**src/cls_defs.svh**
```systemverilog
`ifndef CLS_DEFS_SVH
`define CLS_DEFS_SVH

// classifier sizes
`define N_FEAT  6
`define N_CLASS 8
`define N_TOP   3

// datapath widths
`define DATA_W  16
`define ACC_W   32

// index widths with one extra feature step for the bias
`define CLASS_IDX_W ($clog2(`N_CLASS))
`define FEAT_IDX_W  ($clog2(`N_FEAT + 1))

// score to reported logit
`define LOGIT_SHIFT 16

`endif
```
**src/cls_ctrl_pkg.sv**
```systemverilog
package cls_ctrl_pkg;

    // run sequencer states
    typedef enum logic [1:0] {
        IDLE,
        SCORE,
        RANK,
        DONE
    } ctrl_state_t;

    // host write destination
    typedef enum logic {
        WEIGHT,
        BIAS
    } wr_target_t;

endpackage

```
**src/cls_types_pkg.sv**
```systemverilog
`include "cls_defs.svh"

package cls_types_pkg;

    // input feature word
    typedef logic signed [`DATA_W-1:0] feature_t;

    // weight or bias word
    typedef logic signed [`DATA_W-1:0] weight_t;

    // running and final class score
    typedef logic signed [`ACC_W-1:0] acc_t;

    typedef logic [`CLASS_IDX_W-1:0] class_idx_t;

    // one step past the last feature selects the bias
    typedef logic [`FEAT_IDX_W-1:0] feat_idx_t;

endpackage

```
**src/classifier_top.sv**
```systemverilog
`timescale 1ns/1ps

`include "cls_defs.svh"

module classifier_top
    import cls_types_pkg::*;
    import cls_ctrl_pkg::*;
(
    input  logic       i_clk,
    input  logic       i_rst_n,
    input  logic       i_start,
    input  feature_t   i_features  [0:`N_FEAT-1],
    input  logic       i_wr_en,
    input  wr_target_t i_wr_target,
    input  class_idx_t i_wr_class,
    input  feat_idx_t  i_wr_feat,
    input  weight_t    i_wr_data,
    output class_idx_t o_top_class [0:`N_TOP-1],
    output acc_t       o_top_logit [0:`N_TOP-1],
    output logic       o_finished
);

    class_idx_t cur_class;
    feat_idx_t  feat_idx;
    weight_t    weight;
    weight_t    bias;
    acc_t       score;
    logic       mac_start;
    logic       mac_done;
    logic       rank_clear;
    logic       rank_insert;
    logic       rank_done;

    param_store u_param_store (
        .i_clk       (i_clk),
        .i_rst_n     (i_rst_n),
        .i_wr_en     (i_wr_en),
        .i_wr_target (i_wr_target),
        .i_wr_class  (i_wr_class),
        .i_wr_feat   (i_wr_feat),
        .i_wr_data   (i_wr_data),
        .i_class     (cur_class),
        .i_feat      (feat_idx),
        .o_weight    (weight),
        .o_bias      (bias)
    );

    fc_mac u_fc_mac (
        .i_clk      (i_clk),
        .i_rst_n    (i_rst_n),
        .i_start    (mac_start),
        .i_features (i_features),
        .i_weight   (weight),
        .i_bias     (bias),
        .o_feat_idx (feat_idx),
        .o_score    (score),
        .o_done     (mac_done)
    );

    top3_ranker u_top3_ranker (
        .i_clk       (i_clk),
        .i_rst_n     (i_rst_n),
        .i_clear     (rank_clear),
        .i_insert    (rank_insert),
        .i_class     (cur_class),
        .i_score     (score),
        .o_done      (rank_done),
        .o_top_class (o_top_class),
        .o_top_logit (o_top_logit)
    );

    classifier_ctrl u_classifier_ctrl (
        .i_clk         (i_clk),
        .i_rst_n       (i_rst_n),
        .i_start       (i_start),
        .i_mac_done    (mac_done),
        .i_rank_done   (rank_done),
        .o_class       (cur_class),
        .o_mac_start   (mac_start),
        .o_rank_clear  (rank_clear),
        .o_rank_insert (rank_insert),
        .o_finished    (o_finished)
    );

endmodule

```
**src/classifier_ctrl.sv**
```systemverilog
`timescale 1ns/1ps

`include "cls_defs.svh"

module classifier_ctrl
    import cls_types_pkg::*;
    import cls_ctrl_pkg::*;
(
    input  logic       i_clk,
    input  logic       i_rst_n,
    input  logic       i_start,
    input  logic       i_mac_done,
    input  logic       i_rank_done,
    output class_idx_t o_class,
    output logic       o_mac_start,
    output logic       o_rank_clear,
    output logic       o_rank_insert,
    output logic       o_finished
);

    localparam class_idx_t LAST_CLASS = class_idx_t'(`N_CLASS - 1);

    ctrl_state_t state_r, state_w;
    class_idx_t  class_r, class_w;
    logic        mac_start_r, mac_start_w;
    logic        rank_clear_r, rank_clear_w;
    logic        rank_insert_r, rank_insert_w;
    logic        finished_r, finished_w;

    always_comb begin
        state_w       = state_r;
        class_w       = class_r;
        mac_start_w   = 1'b0;
        rank_clear_w  = 1'b0;
        rank_insert_w = 1'b0;
        finished_w    = 1'b0;

        case (state_r)
            IDLE: begin
                if (i_start) begin
                    state_w      = SCORE;
                    class_w      = '0;
                    mac_start_w  = 1'b1;
                    rank_clear_w = 1'b1;
                end
            end
            SCORE: begin
                if (i_mac_done) begin
                    state_w       = RANK;
                    rank_insert_w = 1'b1;
                end
            end
            RANK: begin
                if (i_rank_done) begin
                    if (class_r == LAST_CLASS) begin
                        state_w    = DONE;
                        finished_w = 1'b1;
                    end else begin
                        state_w     = SCORE;
                        class_w     = class_r + 1'b1;
                        mac_start_w = 1'b1;
                    end
                end
            end
            DONE: begin
                state_w = IDLE;
            end
            default: begin
                state_w = IDLE;
            end
        endcase
    end

    always_ff @(posedge i_clk or posedge i_rst_n) begin
        if (i_rst_n) begin
            state_r       <= IDLE;
            class_r       <= '0;
            mac_start_r   <= 1'b0;
            rank_clear_r  <= 1'b0;
            rank_insert_r <= 1'b0;
            finished_r    <= 1'b0;
        end else begin
            state_r       <= state_w;
            class_r       <= class_w;
            mac_start_r   <= mac_start_w;
            rank_clear_r  <= rank_clear_w;
            rank_insert_r <= rank_insert_w;
            finished_r    <= finished_w;
        end
    end

    assign o_class       = class_r;
    assign o_mac_start   = mac_start_r;
    assign o_rank_clear  = rank_clear_r;
    assign o_rank_insert = rank_insert_r;
    assign o_finished    = finished_r;

endmodule

```
**src/top3_ranker.sv**
```systemverilog
`timescale 1ns/1ps

`include "cls_defs.svh"

module top3_ranker
    import cls_types_pkg::*;
(
    input  logic       i_clk,
    input  logic       i_rst_n,
    input  logic       i_clear,
    input  logic       i_insert,
    input  class_idx_t i_class,
    input  acc_t       i_score,
    output logic       o_done,
    output class_idx_t o_top_class [0:`N_TOP-1],
    output acc_t       o_top_logit [0:`N_TOP-1]
);

    localparam int STEP_W = $clog2(`N_TOP);
    localparam logic [STEP_W-1:0] LAST_STEP = STEP_W'(`N_TOP - 1);

    class_idx_t        slot_class [0:`N_TOP-1];
    acc_t              slot_score [0:`N_TOP-1];
    class_idx_t        cand_class;
    acc_t              cand_score;
    logic [STEP_W-1:0] step;
    logic              busy;
    logic              done;
    logic              beats;

    // strict compare keeps the earlier class in place on a tie
    assign beats = cand_score > slot_score[step];

    // moving candidate swaps with any slot it beats
    always_ff @(posedge i_clk) begin
        if (i_insert) begin
            cand_class <= i_class;
            cand_score <= i_score;
        end else if (busy && beats) begin
            cand_class <= slot_class[step];
            cand_score <= slot_score[step];
        end
    end

    always_ff @(posedge i_clk or posedge i_rst_n) begin
        if (i_rst_n) begin
            slot_class <= '{default: '0};
            slot_score <= '{default: '0};
            step       <= '0;
            busy       <= 1'b0;
            done       <= 1'b0;
        end else begin
            done <= 1'b0;
            if (i_clear) begin
                slot_class <= '{default: '0};
                slot_score <= '{default: '0};
                busy       <= 1'b0;
            end else if (i_insert) begin
                step <= '0;
                busy <= 1'b1;
            end else if (busy) begin
                if (beats) begin
                    slot_class[step] <= cand_class;
                    slot_score[step] <= cand_score;
                end
                // one slot per cycle from slot 0 down
                if (step == LAST_STEP) begin
                    busy <= 1'b0;
                    done <= 1'b1;
                end else begin
                    step <= step + 1'b1;
                end
            end
        end
    end

    always_comb begin
        for (int i = 0; i < `N_TOP; i++) begin
            o_top_logit[i] = slot_score[i] >>> `LOGIT_SHIFT;
        end
    end

    assign o_top_class = slot_class;
    assign o_done      = done;

endmodule

```
**src/fc_mac.sv**
```systemverilog
`timescale 1ns/1ps

`include "cls_defs.svh"

module fc_mac
    import cls_types_pkg::*;
(
    input  logic      i_clk,
    input  logic      i_rst_n,
    input  logic      i_start,
    input  feature_t  i_features [0:`N_FEAT-1],
    input  weight_t   i_weight,
    input  weight_t   i_bias,
    output feat_idx_t o_feat_idx,
    output acc_t      o_score,
    output logic      o_done
);

    localparam feat_idx_t BIAS_STEP = feat_idx_t'(`N_FEAT);

    feat_idx_t cnt;
    logic      busy;
    logic      done;
    acc_t      acc;
    acc_t      product;

    // full width signed product of the current feature and its weight
    assign product = i_features[cnt] * i_weight;

    // step counter and done pulse
    always_ff @(posedge i_clk or posedge i_rst_n) begin
        if (i_rst_n) begin
            cnt  <= '0;
            busy <= 1'b0;
            done <= 1'b0;
        end else begin
            done <= 1'b0;
            if (i_start) begin
                cnt  <= '0;
                busy <= 1'b1;
            end else if (busy) begin
                if (cnt == BIAS_STEP) begin
                    busy <= 1'b0;
                    done <= 1'b1;
                end else begin
                    cnt <= cnt + 1'b1;
                end
            end
        end
    end

    // accumulator holds the score until the next start
    always_ff @(posedge i_clk) begin
        if (i_start) begin
            acc <= '0;
        end else if (busy) begin
            if (cnt == BIAS_STEP) begin
                acc <= acc + acc_t'(i_bias);
            end else begin
                acc <= acc + product;
            end
        end
    end

    assign o_feat_idx = cnt;
    assign o_score    = acc;
    assign o_done     = done;

endmodule

```
**src/param_store.sv**
```systemverilog
`timescale 1ns/1ps

`include "cls_defs.svh"

module param_store
    import cls_types_pkg::*;
    import cls_ctrl_pkg::*;
(
    input  logic       i_clk,
    input  logic       i_rst_n,
    input  logic       i_wr_en,
    input  wr_target_t i_wr_target,
    input  class_idx_t i_wr_class,
    input  feat_idx_t  i_wr_feat,
    input  weight_t    i_wr_data,
    input  class_idx_t i_class,
    input  feat_idx_t  i_feat,
    output weight_t    o_weight,
    output weight_t    o_bias
);

    localparam feat_idx_t NUM_FEAT = feat_idx_t'(`N_FEAT);

    weight_t weights [0:`N_CLASS-1][0:`N_FEAT-1];
    weight_t biases  [0:`N_CLASS-1];

    // host writes one entry per cycle
    always_ff @(posedge i_clk or posedge i_rst_n) begin
        if (i_rst_n) begin
            weights <= '{default: '0};
            biases  <= '{default: '0};
        end else if (i_wr_en) begin
            case (i_wr_target)
                WEIGHT: begin
                    if (i_wr_feat < NUM_FEAT) begin
                        weights[i_wr_class][i_wr_feat] <= i_wr_data;
                    end
                end
                BIAS: begin
                    biases[i_wr_class] <= i_wr_data;
                end
                default: begin
                end
            endcase
        end
    end

    // feature index past the end is the bias step of the MAC
    assign o_weight = (i_feat < NUM_FEAT) ? weights[i_class][i_feat] : '0;
    assign o_bias   = biases[i_class];

endmodule

```
**config.mk**
```make
export PLATFORM = sky130hd
export DESIGN_NAME = classifier_top
export DESIGN_NICKNAME = d
export VERILOG_FILES = /design/src/cls_ctrl_pkg.sv /design/src/cls_types_pkg.sv /design/src/classifier_top.sv /design/src/classifier_ctrl.sv /design/src/top3_ranker.sv /design/src/fc_mac.sv /design/src/param_store.sv
export VERILOG_INCLUDE_DIRS = /design/src
export SDC_FILE = /design/constraint.sdc
export NUM_CORES = 2
export LEC_CHECK = 0
export ABC_AREA = 0
export BUFFER_PORTS_ARGS = -buffer_cell sky130_fd_sc_hd__clkbuf_2
export CORE_MARGIN = 2
export CORE_UTILIZATION = 45
export CTS_BUF_LIST = sky130_fd_sc_hd__clkbuf_4 sky130_fd_sc_hd__clkbuf_8 sky130_fd_sc_hd__clkbuf_16
export DETAILED_ROUTE_END_ITERATION = 16
export PLACE_DENSITY_LB_ADDON = 0.3
export SYNTH_ARGS = -nofsm -noshare
export SYNTH_HDL_FRONTEND = slang
export SYNTH_SLANG_ARGS = --single-unit
export TNS_END_PERCENT = 5
```
**constraint.sdc**
```tcl
create_clock -name i_clk -period 101.5 [get_ports i_clk]
set_input_delay 15.225 -clock i_clk [delete_from_list [all_inputs] [get_ports i_clk]]
set_output_delay 15.225 -clock i_clk [all_outputs]
set_load 0.02 [all_outputs]
```
==> summary.md <==
| Metric | Value |
|---|---|
| Max H-tree Level | `3` |
| Worst-path clk slew | `0.06 ns` |
| RSZ-0062 raised after global routing | `false` |
| Rows | `137` |
| Hold buffer count at CTS | `0` |
| DRT Wirelength | `160.6 mm` |
| Flops & latches, synth | `1086` |
| # port buffers | `228` |
| Fmax | `0.04547 GHz` |
| CTS root buf | `clkbuf_16` |
| Via-to-Cell Ratio | `5.632` |
| Yosys cell types | `66` |
| Die Ht | `378.9 um` |
| Busiest grt layer | `met2` |
| Tcrit/Tclk final | `21.67%` |
| CP arrival | `22.59 ns` |
| Hold/Removal Path Class | `reg2reg` |
| Gr ovfl total | `0` |
| Cells after Synth | `4955` |
| Met3 usage | `3.543%` |
| Postcts setup bufs | `0` |
| Hold Violations, Final | `0` |
| Status | `completed` |
| Nets@finish | `5569` |
| Yosys top cell by area | `dfrtp_1` |
| Max Clock Skew | `0.03719 ns` |
| Detailed-route DRC error count | `0` |
| Worst Path Required | `102.10 ns` |
| Setup_tns | `0 ns` |
| Tot GR Track Use | `22.75%` |
| CP Max Fanout | `9` |
| Post-synth ARST share | `93.83%` |
| Worst slew pin tran | `1.230 ns` |
| I/O pin cnt | `229` |
| Synth-to-Final Area Change | `10.16%` |
| Commonest cells post-synth | `dfrtp_1 (1019), mux2_2 (901), nor2_1 (453)` |
| Multiplexer area fraction after synthesis | `28.88%` |
| Detail Placement HPWL | `105.3 mm` |
| Largest cells by area after synthesis | `dfrtp_1 (40%), mux2_2 (16%), mux4_2 (10%)` |
| Compound-cell area share of the yosys netlist | `3.611%` |
| Fraction of the mapped netlist area in simple logic gates | `5.625%` |
| Synth Area in Adders | `12.61%` |
| Placed cells | `6748` |
| Hold path cells | `1` |
| Clk Latency, worst-skew pair | `0.75 ns` |
| LEAKAGE | `34.00 nW` |
| DRT Pass-1 Iters | `5` |
| Met1 Use GR | `30.94%` |
| Die Span X | `378.9 um` |
| Post-synthesis xor/xnor area fraction | `0.8726%` |
| CP Class | `in2reg` |
| Min Tclk post-route | `21.99 ns` |
| Vias in the first global route | `40770` |
| Max-slew headroom | `17.78%` |
| Final Non-Filler Cells | `6957` |
| Initial antenna violation count | `9` |
| Share of cells above drive strength 1 | `35.25%` |
| EDFF count, synth | `35` |
| Die area | `0.1435 sq mm` |
| Clock sinks | `1086` |
| Worst IR Drop VDD | `0.00007827 V` |
| Sequential element share of the synthesized area | `43.00%` |
| CTS tree | `done` |
| Routed WL per cell | `23.09 um` |
| Clk buf depth | `3` |
| Ys flop type | `dfrtp_1` |
| Filler cells | `12200` |
| Top-count cell post-synth | `dfrtp_1` |
| Yosys top cell area share | `40.33%` |
| Initial core utilization | `45.32%` |
| Post-CTS Resized | `0` |
| Main combinational cell family by area after synthesis | `multiplexers` |
| Netlist Area Pre-Place | `0.06323 sq mm` |
| First-pass GRT wire length | `249.6 mm` |
| MaxCap Viol Count | `0` |
| Syn avg cell area | `12.76 sq um` |
| CP endpoint kind | `flop` |
| Antenna viol nets, final | `0` |
| Routability cong. | `0.9247` |
| Core footprint | `0.1395 sq mm` |
| Via count | `39180` |
| Max Slew Vio Count | `0` |
| Largest net degree at the start of global routing | `186` |
| CP startpoint kind | `input pin` |
| Syn Nets | `5539` |
| Setup violations, final | `0` |
| Synth Warn # | `0` |
| Power per cell area | `32.18 mW/mm^2` |
| Worst-case reg-to-reg path depth | `30` |
| Detailed Route Iter0 Violations | `2996` |
| Cts bufs inserted | `111` |
| Met2 Use GR | `38.13%` |
-- cells by family (layout without fill, tap and decap cells) --
| logic type | count (synthesis) | after routing |
|---|---|---|
| buffers and inverters | 783 | 906 |
| AO/OA/AOI/OAI | 365 | 365 |
| adder cells (fa/ha/maj) | 461 | 461 |
| multiplexers | 1354 | 1354 |
| XOR/XNOR | 63 | 63 |
| flip-flops | 1086 | 1086 |
| other | 0 | 3 |
| AND/OR/NAND/NOR | 843 | 843 |
-- through the flow --
| step | util [%] | power, mW | instance area [sq um] | hold slack [ns] | worst slack, ns |
|---|---|---|---|---|---|
| 2_1_floorplan | - | 1.521 | 63230 | 0.4434 | 57.60 |
| 3_5_place_dp | 47.04 | 1.820 | 65630 | 0.4871 | 78.85 |
| 5_1_grt | 49.92 | 2.448 | 69660 | 0.5077 | 79.04 |
| 6_report | 49.92 | 2.242 | 69660 | 0.5010 | 79.51 |
| 3_3_place_gp | 47.04 | 1.796 | 65630 | 0.4817 | 78.89 |
| 4_1_cts | 49.92 | 2.268 | 69650 | 0.5008 | 79.62 |
-- layout by cell type, fill, tap and decap left out, types with 48 or more instances in the layout --
cell type	netlist	routed
mux4_2	286	286
mux2i_1	167	167
clkbuf_16	0	111
buf_4	110	106
ha_1	167	167
nor2_1	453	428
dfrtp_1	1019	1012
a21oi_1	158	158
inv_1	360	358
mux2_2	901	901
nand2_1	226	226
clkbuf_2	0	228
o21ai_0	52	48
fa_1	294	294
-- routing by layer --
metal | vias up | routed length [um]
met5 | - | 0
met4 | 0 | 4132
met3 | 203 | 7872
met2 | 898 | 79150
met1 | 20880 | 69460
li1 | 17200 | -
-- state kept, by name, indices dropped and copies added, names as in the netlist --
name and count:
u_top3_ranker.step 2, u_top3_ranker.busy 1, u_classifier_ctrl.o_rank_clear 1, u_top3_ranker.cand_score 32, u_fc_mac.busy 1, u_classifier_ctrl.state_r 2, u_classifier_ctrl.o_rank_insert 1, u_top3_ranker.o_top_logit 48
u_fc_mac.o_feat_idx 3, u_top3_ranker.cand_class 3, u_param_store.weights 768, u_fc_mac.o_score 32, u_classifier_ctrl.o_finished 1, u_classifier_ctrl.o_mac_start 1, u_param_store.biases 128, u_fc_mac.o_done 1
u_classifier_ctrl.o_class 3, u_top3_ranker.o_top_class 9, u_top3_ranker.slot_score 48, u_top3_ranker.o_done 1
-- power by group --
part / internal [mW] / switching, mW
Clock: 0.262 / 0.179
Sequential: 0.499 / 0.0456
Combinational: 0.545 / 0.712
-- path summary, 6_finish.rpt --
kind	startpoint	to	slack, ns
max	i_features[43]	u_fc_mac.o_score[30]	79.51
min	u_param_store.weights[648]	u_param_store.weights[648]	0.50
max reg2reg	u_classifier_ctrl.o_class[0]	u_fc_mac.o_score[30]	90.61
min reg2reg	u_param_store.weights[648]	u_param_store.weights[648]	0.50
max in group asynchronous	i_rst_n	u_param_store.weights[179]	83.54
min in group asynchronous	i_rst_n	u_top3_ranker.o_top_logit[32]	14.62
-- area by class of cell --
cell class	instances	area, sq um	share of cell area, %
Timing Repair Buffer	338	2017	2.896
Tap cell	1876	2347	3.370
Inverter	362	1369	1.965
Multi-Input combinational cell	3086	32690	46.93
Clock buffer	162	3323	4.771
Sequential cell	1086	27210	39.06
Antenna cell	3	7.507	0.01078
Clock inverter	44	693.2	0.9951
-- worst max-delay path: stages --
cell	delay, ns
clkbuf_2	0.08
mux4_2	0.48
a21oi_1	0.71
nor2_1	0.14
fa_1	0.58
inv_1	0.06
fa_1	0.51
fa_1	0.52
inv_1	0.06
fa_1	0.45
fa_1	0.53
inv_1	0.05
fa_1	0.47
inv_1	0.04
ha_1	0.34
nand3_1	0.16
o22ai_1	0.12
o311a_1	0.33
nor3_1	0.46
o221ai_1	0.26
o41ai_1	0.43
o21ai_0	0.19
xor2_1	0.16
a31oi_1	0.16
o21ai_0	0.08
(Power assumes the default switching activity.)
